===== src/serial_bus_defs.svh =====
`ifndef SERIAL_BUS_DEFS_SVH
`define SERIAL_BUS_DEFS_SVH

`define SB_ADDR_LEN 12       // address bits on the wire
`define SB_DATA_LEN 8
`define SB_SLAVE_LEN 2       // slave select width
`define SB_NUM_SLAVES 3
`define SB_SMALL_ADDR_LEN 11 // 2k slaves decode only this many

`endif

===== src/serial_bus_pkg.sv =====
package serial_bus_pkg;

	typedef logic [11:0] addr_t;    // bus address
	typedef logic [7:0] data_t;     // one byte
	typedef logic [1:0] slave_sel_t;
	typedef logic [3:0] bit_cnt_t;  // serial bit position

	typedef enum logic [2:0] {
		M_IDLE,
		M_REQUEST,
		M_START,
		M_ADDR,
		M_WDATA,
		M_RDATA,
		M_DONE
	} master_state_t;

	typedef enum logic [2:0] {
		S_IDLE,
		S_ADDR,
		S_WDATA,
		S_MEM,
		S_RDATA
	} slave_state_t;

endpackage


===== src/bus_interconnect.sv =====
`include "serial_bus_defs.svh"

module bus_interconnect (
	input  logic                       clk,
	input  logic                       rst,
	input  logic                       m1_grant,
	input  logic                       m2_grant,
	input  serial_bus_pkg::slave_sel_t m1_slave_sel,
	input  serial_bus_pkg::slave_sel_t m2_slave_sel,
	input  logic                       m1_master_valid,
	input  logic                       m1_write_en,
	input  logic                       m1_read_en,
	input  logic                       m1_tx_bit,
	input  logic                       m2_master_valid,
	input  logic                       m2_write_en,
	input  logic                       m2_read_en,
	input  logic                       m2_tx_bit,
	output logic [`SB_NUM_SLAVES-1:0]  s_master_valid,
	output logic [`SB_NUM_SLAVES-1:0]  s_write_en,
	output logic [`SB_NUM_SLAVES-1:0]  s_read_en,
	output logic [`SB_NUM_SLAVES-1:0]  s_tx_bit,
	output logic                       owner,     // 0 for m1, 1 for m2
	output serial_bus_pkg::slave_sel_t owner_sel
);

	logic m1_grant_q;
	logic m2_grant_q;
	logic own_master_valid;
	logic own_write_en;
	logic own_read_en;
	logic own_tx_bit;

	always_ff @(posedge clk) begin
		if (rst) begin
			m1_grant_q <= 1'b0;
			m2_grant_q <= 1'b0;
			owner <= 1'b0;
			owner_sel <= '0;
		end else begin
			m1_grant_q <= m1_grant;
			m2_grant_q <= m2_grant;
			if (m1_grant && !m1_grant_q) begin  // grant edge
				owner <= 1'b0;
				owner_sel <= m1_slave_sel;
			end else if (m2_grant && !m2_grant_q) begin
				owner <= 1'b1;
				owner_sel <= m2_slave_sel;
			end
		end
	end

	assign own_master_valid = owner ? m2_master_valid : m1_master_valid;
	assign own_write_en = owner ? m2_write_en : m1_write_en;
	assign own_read_en = owner ? m2_read_en : m1_read_en;
	assign own_tx_bit = owner ? m2_tx_bit : m1_tx_bit;

	always_comb begin
		for (int i = 0; i < `SB_NUM_SLAVES; i++) begin
			s_master_valid[i] = (owner_sel == i) & own_master_valid;  // others see zeros
			s_write_en[i] = (owner_sel == i) & own_write_en;
			s_read_en[i] = (owner_sel == i) & own_read_en;
			s_tx_bit[i] = (owner_sel == i) & own_tx_bit;
		end
	end

	a_sel_in_range: assert property (@(posedge clk) disable iff (rst)
		owner_sel < `SB_NUM_SLAVES);

endmodule


===== config.mk =====
export PLATFORM = sky130hd
export DESIGN_NAME = bus_interconnect
export DESIGN_NICKNAME = d
export VERILOG_FILES = /design/src/serial_bus_pkg.sv /design/src/bus_interconnect.sv
export VERILOG_INCLUDE_DIRS = /design/src
export SDC_FILE = /design/constraint.sdc
export NUM_CORES = 1
export LEC_CHECK = 0
export BUFFER_PORTS_ARGS = -buffer_cell sky130_fd_sc_hd__buf_2
export CORE_AREA = 2 2 39 41
export DETAILED_ROUTE_END_ITERATION = 16
export DIE_AREA = 0 0 41 43
export PLACE_DENSITY = 0.57
export SLEW_MARGIN = 10
export SYNTH_ARGS = -nofsm -noshare
export SYNTH_HDL_FRONTEND = slang
export SYNTH_SLANG_ARGS = --single-unit

===== constraint.sdc =====
create_clock -name clk -period 1.2 [get_ports clk]
set_clock_uncertainty 0.1 [all_clocks]
set_input_delay 0.18 -clock clk [delete_from_list [all_inputs] [get_ports clk]]
set_output_delay 0.18 -clock clk [all_outputs]
set_load 0.005 [all_outputs]

======== Word-level counts from Yosys, hierarchy flattened ========
Cells that the tools add are included.
operators by class
  reduce and logical (&&, ||, !) cells .... 7
  bitwise logic cells ..................... 12
  equal/unequal tests ..................... 2
  mux-type cells .......................... 6
operators by type and width
  kind                                                                    number
  1-bit AND                                                               12
  1-bit 2-to-1 mux                                                        4
  2-bit 2-to-1 mux                                                        2
  2-bit by 1-bit equality test with 1-bit output (second input constant)  1
  2-bit equality test (second input constant)                             1
  1-bit logical AND                                                       2
  1-bit zero test                                                         2
  2-bit zero test                                                         1
  2-bit nonzero test                                                      1
  2-bit OR reduction                                                      1
storage, ports and cells
  output and inout bits ................... 15
  register bits after elaboration ......... 5
  word-level logic and storage cells ...... 31
  input bits .............................. 16

======== Depth between registers and ports, before layout ========
Gate-level depths: netlist (run 1).
  depth in word-level cells ............... 4
  depth in mapped cells ................... 4
  mapped depth without buffers ............ 3

======== Least setup slack after synthesis (run 1) ========
OpenSTA, ideal clock, no wires.
  kind .................................... flip-flop to output port
  start point ............................. reg owner
  end point ............................... out s_master_valid[1]
  data arrival time ....................... 0.825 ns
  stages on the path, launching flop included .. 4
  setup slack ............................. 0.095 ns
  cells stage by stage .................... dfxtp_1 > buf_2 > mux2i_1 > nor2_1
on the way
  longest elaborated chain between the ends .. 2
ends and longest elaborated chain
  item                      RTL line                source
  start: declaration        bus_interconnect.sv:22  output logic owner,
  start signal: assignment  bus_interconnect.sv:37  owner <= 1'b0;
  start signal: assignment  bus_interconnect.sv:43  owner <= 1'b0;
  start signal: assignment  bus_interconnect.sv:46  owner <= 1'b1;
  1-bit 2-to-1 mux          bus_interconnect.sv:52  assign own_master_valid = owner ? m2_master_valid : m1_master_valid;
  1-bit AND                 bus_interconnect.sv:59  s_master_valid[i] = (owner_sel == i) & own_master_valid;
  end: declaration          bus_interconnect.sv:18  output logic [`SB_NUM_SLAVES-1:0] s_master_valid,
No other way between the ends.

======== Worst setup path in the final report (run 1) ========
  start point ............................. reg owner
  end point ............................... out s_master_valid[2]
The elaborated chain is that of the path after synthesis.

==> results of run 1 <==
[sequential cells by signal (all words and copies together) (netlist names)]
signal      count
m2_grant_q      1
owner_sel       2
m1_grant_q      1
owner           1
[cells by family after synthesis]
logic type      Yosys count  share of synthesized area [%]
compound gates            4                           7.94
buf+inv                   3                           6.35
flops                     5                           31.7
mux                       6                           19.0
simple gates             21                           34.9
[critical path: cells and delay by family, from the launching register on]
kind	cells	cell delay (ns)
buffers and inverters	1	0.13
flip-flops	1	0.40
AND/OR/NAND/NOR	1	0.07
multiplexers	1	0.28
[metrics by stage]
step,TNS [ns],cells,total power [W]
floorplan,0,39,0.000272
global placement,-0.310,84,0.000340
detailed placement,-0.543,84,0.000341
CTS,-2.26,88,0.000544
global route,-2.95,88,0.000586
finish,-2.13,88,0.000537
[what timing repair did]
item / CTS / global route
pin swaps: 0 / 0
resized for setup: 6 / 3
setup endpoints to repair: 13 / 12
setup buffers: 0 / 0
[power groups by stage]
stage | sequential [W] | clock (W) | combinational [W]
finish | 0.000200 | 0.000185 | 0.000153
global route | 0.000202 | 0.000212 | 0.000172
CTS | 0.000197 | 0.000195 | 0.000151
detailed placement | 0.000199 | 0 | 0.000142
global placement | 0.000199 | 0 | 0.000141
floorplan | 0.000195 | 0 | 0.0000772
[per-layer routing]
layer,vias to the layer above,wire (um),GRT usage [%]
met4,0,0,2.00
met3,0,110,4.71
li1,201,-,-
met5,-,0,0
met1,153,371,11.6
met2,24,336,15.3
[area by class of cell]
cell class	count	area, um^2	share of cell area, %
inverter	1	3.75	0.704
sequential	5	106	20.0
tap	16	20.0	3.76
clock buffer	4	26.3	4.93
timing repair buffer	31	158	29.6
multi-input combinational	31	219	41.1
[placed cells by master, fill, tap and decap left out]
cell and n:
inv_1 1, o31ai_1 2, nor3_1 5, clkbuf_4 3, nand2b_1 2, mux2i_2 3
dfxtp_1 2, or2_1 1, mux2i_1 2, a21oi_1 2, buf_2 30, nor2b_1 3
mux2i_4 1, clkbuf_1 1, dfxtp_2 2, dfxtp_4 1, nor2_1 9, buf_4 1
nor2b_4 1
[worst max path at each step]
stage / from / end / slack, ns / cells past startpoint
final: owner / s_master_valid[2] / -0.19 / 3
after global routing: owner / s_read_en[2] / -0.27 / 3
after CTS: owner / s_tx_bit[1] / -0.20 / 3
after detailed placement: owner / s_master_valid[2] / -0.06 / 3
after global placement: owner / s_tx_bit[2] / -0.04 / 3
after floorplan: owner / s_master_valid[1] / 0.1 / 3
==> metrics.md, run 1 <==
| Metric | Value |
|---|---|
| Synth cell count leaders | `nor2_1 (9), mux2i_1 (6), dfxtp_1 (5), nor3_1 (5), nor2b_1 (3)` |
| R2r setup slk | `0.19 ns` |
| Fin. Hold Viols | `0` |
| Area leader, netlist | `dfxtp_1` |
| RSZ-0062 raised after global routing | `yes` |
| Worst slew margin | `82.8%` |
| Fraction of registers with async set/reset | `0%` |
| Clk network pwr share | `~35%` |
| EDFF count, synth | `0` |
| Crit start category | `register` |
| Max stage delay on crit path | `0.40 ns` |
| Die Y | `43 um` |
| Vias per cell | `roughly 4.3` |
| Final WL | `around 800 um` |
| #FFs+latches synth | `5` |
| Clock sinks | `5` |
| Maximum clock path buffer count | `2` |
| Cell variety after synth | `13` |
| Placed Area | `477 um^2` |
| Die area | `0.00176 mm^2` |
| IO Pins | `31` |
| Synthesized area | `315 um^2` |
| Post-synth top flop | `dfxtp_1` |
| TritonCTS clock tree | `built` |
| Final WS setup | `-0.191 ns` |
| # setup viols final | `12` |
| Pins Over Slew Limit | `0` |
| Final instance area | `533 um^2` |
| Maximum clock frequency | `about 700 MHz` |
| Slew @ Worst Pin | `0.258 ns` |
| Sequential fraction of the synthesis area | `31.7%` |
| Worst Path Class, Setup | `reg2out` |
| Critical Path Sink Type | `primary output` |
| Fin crit period | `1.39 ns` |
| Crit Path Max Fanout | `5` |
| Int Pwr | `0.000391 W` |
| Pleak | `0.284 nW` |
| Post-DP HPWL | `666 um` |
| Placement Setup Slack | `-0.0628 ns` |
| Sw Share | `27.2%` |
| Data required, critical path | `0.92 ns` |
| CP Cell Sequence | `mux2i_2 -> nor2_1 -> buf_2` |
| CTS Hold Buffers Added | `0` |
| Vias in the first global route | `approximately 320` |
| Layout cells sized above 1 | `58.3%` |
| Initial DRC Count | `5` |
| Comb power frac | `28.4%` |
| GRT Overall Usage | `about 10%` |
| Count leader, synth | `nor2_1` |
| GPL Wtd Cong | `about 0.6` |
| Root Driver | `clkbuf_4` |
| Die Width | `41 um` |
| Reg power frac | `around 37%` |
| Reg2reg path depth | `3` |
| Yosys top cell area share | `31.7%` |
| Row cnt | `14` |
| Outcome | `finished with violations` |
| DR vias | `roughly 380` |
| VDD IR max | `0.000615 V` |
| Routed Antenna Nets | `0` |
| Port Buffers | `30` |
| HP Start | `rst` |
| Hold Path End | `owner` |
| Cells taking the most area after synthesis | `dfxtp_1 (32%), mux2i_1 (19%), nor2_1 (11%), nor3_1 (7.9%), nor2b_1 (6.0%)` |
| Core box area | `0.00138 mm^2` |
| Hold path depth | `2` |
| CTS Buf Count | `3` |
| Synth warn | `0` |
| Nets@finish | `89` |
| Critical path arrival | `around 1.1 ns` |
| Max Cap Viol | `0` |
| Clk slew on worst S/H paths | `0.04 ns` |
| Initial antenna violation count | `0` |
| Diode count | `0` |
| CP max stage cell | `dfxtp_4` |
| First-pass GRT wire length | `1.19 mm` |
| Failing checks | `setup timing` |
| Worst skew pair latency | `0.23 ns` |
| Drt first pass iters | `3` |
| H-tree depth | `1` |
| Worst hold slack | `0.0544 ns` |
| Worst r2r src | `m1_grant_q` |
| Mapped Cells | `39` |
| Avg Cell Area, Syn | `8.08 um^2` |
| Largest net degree at the start of global routing | `9` |
| Syn nets | `55` |
| Switching power | `about 0.00015 W` |
| Worst reg2reg path endpoint | `owner_sel[0]` |
| Worst min path class | `in2reg` |
| Number of fill cells | `155` |
| Per-cell routed wire length | `between 9 and 10 um` |
| Layout area overhead | `69.0%` |
| Final critical-path share of the clock period | `116%` |
| Utilization after layout | `38.5%` |
| DRC Markers | `0` |
| Grt ovf | `0` |
| PwrDens | `1010 mW/mm^2` |
| Initial Utilization | `22.8%` |
Note: power is estimated with default switching activity, not from simulation.
==> run 2: changes to the inputs <==
- PLACE_DENSITY: 0.57 -> unset
- PLACE_DENSITY_LB_ADDON: unset -> 0.05
==> run 2 against run 1 <==
Final area grew 1.4%. Register-to-register slack is essentially flat. Power is 2.3% higher. Critical path depth unchanged. Non-clock buffer count increased by 1. Core utilization up 0.54 points. Die area unchanged. Critical endpoint is now s_tx_bit[0]. Fmax fell by 1.1%. Setup slack got worse by 0.016 ns. Via count decreased by 0.26%. Critical path type unchanged. The flow still finishes with violations (setup timing). Count of clock-buffer cells in the layout decreased by 1. Flip-flop and latch count is the same.
==> metrics.md, run 2 (synthesis results as in run 1) <==
| Metric | Value |
|---|---|
| Failing checks | `setup timing` |
| Per-cell routed wire length | `10.2 um` |
| Crit Path Max Fanout | `5` |
| DR vias | `roughly 380` |
| IO Pins | `31` |
| Routed Antenna Nets | `0` |
| Die area | `0.00176 mm^2` |
| Max FFs per register | `2` |
| Port Buffers | `30` |
| Vias per cell | `between 4 and 5` |
| Placement Setup Slack | `-0.0855 ns` |
| Data required, critical path | `slightly above 0.9 ns` |
| Crit start category | `register` |
| Final WL | `904 um` |
| Maximum clock path buffer count | `2` |
| DRC Markers | `0` |
| PwrDens | `roughly 1000 mW/mm^2` |
| Clk slew on worst S/H paths | `0.05 ns` |
| Initial DRC Count | `3` |
| VDD IR max | `0.000516 V` |
| GPL Wtd Cong | `0.623` |
| Biggest register | `owner_sel` |
| Post-DP HPWL | `between 700 and 800 um` |
| Nets@finish | `90` |
| Final critical-path share of the clock period | `117%` |
| Initial Utilization | `22.8%` |
| Critical path arrival | `between 1 and 1.5 ns` |
| Fin crit period | `1.41 ns` |
| # setup viols final | `12` |
| Grt ovf | `0` |
| Worst Path Class, Setup | `reg2out` |
| Max Cap Viol | `0` |
| H-tree depth | `1` |
| Critical Path Sink Type | `primary output` |
| Core box area | `between 0.001 and 0.0015 mm^2` |
| CP bufs+invs | `1` |
| GRT Overall Usage | `a little over a tenth` |
| Worst slew margin | `82.4%` |
| Worst skew pair latency | `0.24 ns` |
| Max stage delay on crit path | `0.41 ns` |
| Initial antenna violation count | `0` |
| TritonCTS clock tree | `built` |
| Outcome | `finished with violations` |
| Layout area overhead | `71.4%` |
| First-pass GRT wire length | `1.27 mm` |
| Pleak | `0.291 nW` |
| Largest delay contributor family on the critical path | `flip-flops` |
| Maximum clock frequency | `about 710 MHz` |
| Post-Place Cells | `85` |
| Layout cells sized above 1 | `between 50% and 60%` |
| Slew @ Worst Pin | `between 0.2 and 0.3 ns` |
| RSZ-0062 raised after global routing | `yes` |
| Worst min path class | `in2reg` |
| Row cnt | `14` |
| Die Y | `43 um` |
| Clock sinks | `5` |
| Die Width | `41 um` |
| CP Cell Sequence | `mux2i_2 -> nor3_1 -> buf_2` |
| Most common cell after layout, fill and taps aside | `buf_2` |
| CTS Hold Buffers Added | `0` |
| Most frequent cells in the layout | `buf_2 (30), nor2_1 (9), nor3_1 (5)` |
| Drt first pass iters | `2` |
| Vias in the first global route | `between 300 and 400` |
| CTS Buf Count | `3` |
| Largest net degree at the start of global routing | `9` |
| Layout Cells excl Fill | `just under 90` |
| Pins Over Slew Limit | `0` |
| Fin. Hold Viols | `0` |
| Final WS setup | `-0.207 ns` |
| CP max stage cell | `dfxtp_4` |
| Diode count | `0` |
| Root Driver | `clkbuf_4` |
[run 2: changes by cell type in the layout (fill, tap and decap cells not counted), sizes merged]
cell    change
clkbuf      -1
clkinv      +1
buf         +1
[run 2: through the flow]
step	setup TNS, ns	hold slack [ns]	util, %	power, W	area, um^2
floorplan	0	0.152	-	0.000272	315
global placement	-0.885	0.298	35.0	0.000351	484
detailed placement	-0.614	0.299	35.0	0.000348	484
CTS	-2.52	0.0318	39.0	0.000564	539
global route	-3.06	0.0437	39.1	0.000603	541
finish	-2.31	0.0411	39.1	0.000549	541
[run 2: where the power goes]
| group | total (W) | internal (W) | switching, W |
|---|---|---|---|
| clock | 0.000192 | 0.000121 | 0.0000716 |
| sequential | 0.000197 | 0.000179 | 0.0000187 |
| combinational | 0.000160 | 0.0000900 | 0.0000697 |
| total | 0.000549 | 0.000389 | 0.000160 |
[run 2: worst reg2reg max path: cells and delay by family (launching register included)]
kind,cells,cell delay (ns)
AND/OR/NAND/NOR,1,0.19
multiplexers,1,0.21
AO/OA/AOI/OAI,1,0.08
flip-flops,1,0.32
[run 2: worst paths after layout]
check | startpoint | end | slack (ns) | cells past startpoint
worst max-delay path | owner | s_tx_bit[0] | -0.21 | 3
worst min-delay path | rst | m2_grant_q | 0.04 | 2
worst max register to register | m1_grant_q | owner_sel[1] | 0.18 | 3
worst min register to register | m2_grant_q | owner | 0.45 | 3
[run 2: timing repair]
| item | CTS | global route |
|---|---|---|
| resized for setup | 7 | 1 |
| endpoints found under the setup margin | 13 | 13 |
| cloned | 0 | 0 |
| setup buffers | 0 | 0 |
| hold endpoints to repair | 0 | 0 |
| pin swaps | 2 | 0 |
[run 2: layout make-up]
| class | count | area (um^2) |
|---|---|---|
| Fill cell | 152 | 843 |
| Multi-Input combinational cell | 31 | 219 |
| Timing Repair Buffer | 32 | 165 |
| Sequential cell | 5 | 105 |
| Clock buffer | 3 | 22.5 |
| Tap cell | 16 | 20.0 |
| Clock inverter | 1 | 5.00 |
| Inverter | 1 | 3.75 |
[run 2: metal layers]
layer	share of wire (%)	GRT usage (%)	routed length (um)
met1	43	11.4	393
met2	47	17.2	421
met3	10	3.66	90
met5	0	0	0
met4	0	6.00	0
==> run 3: changes to the inputs <==
- GPL_ROUTABILITY_DRIVEN: unset -> 0
- SKIP_CTS_REPAIR_TIMING: unset -> 1
==> run 3 against run 2 <==
The run still ends with setup timing left. Non-clock buffer count is the same. Setup slack worse by 0.0014 ns. First-iteration DRC count is 33% lower. Combinational power barely moved. Fmax about the same. Clock power barely moved. Critical endpoint unchanged.
==> metrics.md, run 3 (synthesis results as in run 1) <==
| Metric | Value |
|---|---|
| Final WL | `roughly 900 um` |
| Maximum clock path buffer count | `2` |
| Core box area | `about 0.0014 mm^2` |
| Maximum clock frequency | `710 MHz` |
| Stages on worst setup path | `3` |
| Worst slew margin | `82.4%` |
| Area of the multi-input gates | `219 um^2` |
| Crit Path Max Fanout | `5` |
| IO Pins | `31` |
| Reg2reg path depth | `3` |
| Max Cap Viol | `0` |
| Fin crit period | `1.41 ns` |
| PwrDens | `1020 mW/mm^2` |
| Number of fill cells | `153` |
| Max stage delay on crit path | `0.40 ns` |
| Max FFs per register | `2` |
| H-tree depth | `1` |
| Final instance area | `539 um^2` |
| Pleak | `about 0.29 nW` |
| Reg area | `104 um^2` |
| Post-DP HPWL | `763 um` |
| Root Driver | `clkbuf_4` |
| Hold path depth | `2` |
| Vias in the first global route | `334` |
| Layout cells sized above 1 | `57.5%` |
| CP max stage cell | `dfxtp_4` |
| Critical path arrival | `between 1 and 1.5 ns` |
| DRC Markers | `0` |
| Die Y | `43 um` |
| Die Width | `41 um` |
| Clk slew on worst S/H paths | `~0.050 ns` |
| CTS Buf Count | `3` |
| Most frequent cells in the layout | `buf_2 (30), nor2_1 (9), nor3_1 (5)` |
| Crit start category | `register` |
| Largest delay contributor family on the critical path | `flip-flops` |
| Row cnt | `14` |
| Data required, critical path | `0.92 ns` |
| VDD IR max | `approximately 0.00052 V` |
| DR vias | `377` |
| Highest metal used | `met3` |
| Drt first pass iters | `2` |
| Clock sinks | `5` |
| Layout Cells excl Fill | `89` |
| Most common cell after layout, fill and taps aside | `buf_2` |
| TritonCTS clock tree | `built` |
| Critical Path Sink Type | `primary output` |
| Slew @ Worst Pin | `0.264 ns` |
| Nets@finish | `90` |
| Vias per cell | `4.24` |
| Diode count | `0` |
| # setup viols final | `12` |
| Layout area overhead | `71.0%` |
| Initial antenna violation count | `0` |
| Worst hold slack | `0.0411 ns` |
| Per-cell routed wire length | `10.1 um` |
| RSZ-0062 raised after global routing | `yes` |
| First-pass GRT wire length | `1.29 mm` |
| Placement Setup Slack | `-0.0855 ns` |
| Placed Area | `484 um^2` |
| Wire length on met3 | `90 um` |
| Largest net degree at the start of global routing | `9` |
| Final WS setup | `-0.208 ns` |
| Pins Over Slew Limit | `0` |
| Post-Place Cells | `85` |
| DRT met1 WL | `approximately 390 um` |
| Initial DRC Count | `2` |
| Worst skew pair latency | `0.24 ns` |
| Initial Utilization | `22.8%` |
| GRT Overall Usage | `10.9%` |
| Routed wl met2 | `423 um` |
| CP bufs+invs | `1` |
| Failing checks | `setup timing` |
| Grt ovf | `0` |
| CP Cell Sequence | `mux2i_2 -> nor3_1 -> buf_2` |
| Die area | `0.00176 mm^2` |
| Worst min path class | `in2reg` |
| Final critical-path share of the clock period | `117%` |
| Worst Path Class, Setup | `reg2out` |
| Biggest register | `owner_sel` |
| Outcome | `finished with violations` |
| Fin. Hold Viols | `0` |
| Port Buffers | `30` |
| Routed Antenna Nets | `0` |
[run 3: cell type report]
class                   instances  share of cell area [%]
inverters                       1                   0.696
repair buffers                 32                    30.6
flip-flops and latches          5                    19.3
well taps                      16                    3.71
clock inverters                 1                   0.928
multi-input cells              31                    40.6
clock buffers                   3                    4.18
[run 3: path summary, 6_finish.rpt]
kind | start | endpoint | slack, ns
hold reg to reg | m2_grant_q | owner | 0.45
setup reg to reg | m1_grant_q | owner_sel[1] | 0.18
hold / removal | rst | m2_grant_q | 0.04
setup / recovery | owner | s_tx_bit[0] | -0.21
[run 3: stage by stage]
stage                     TNS, ns  util [%]  power [W]
after detailed placement   -0.614      35.0   0.000348
after global placement     -0.885      35.0   0.000351
final                       -2.33      39.0   0.000548
after global routing        -3.09      39.0   0.000602
after floorplan                 0         -   0.000272
after CTS                   -4.19      37.0   0.000551
[run 3: worst register-to-register path: cells and delay by family (launching register included)]
family / cells / cell delay, ns
AOI/OAI and AO/OA: 1 / 0.08
DFF: 1 / 0.32
muxes: 1 / 0.21
and+or+nand+nor: 1 / 0.19
[run 3: per-layer routing]
metal  global-route usage [%]  vias up
met4                     6.00        0
met3                     3.66        0
met5                        0        -
met1                     12.0      157
li1                         -      198
met2                     17.2       22
[run 3: where the power goes]
part / leakage, nW / internal [W] / switching, W
Combinational: 0.231 / 0.0000898 / 0.0000695
Clock: 0.0177 / 0.000121 / 0.0000716
Sequential: 0.0422 / 0.000178 / 0.0000184
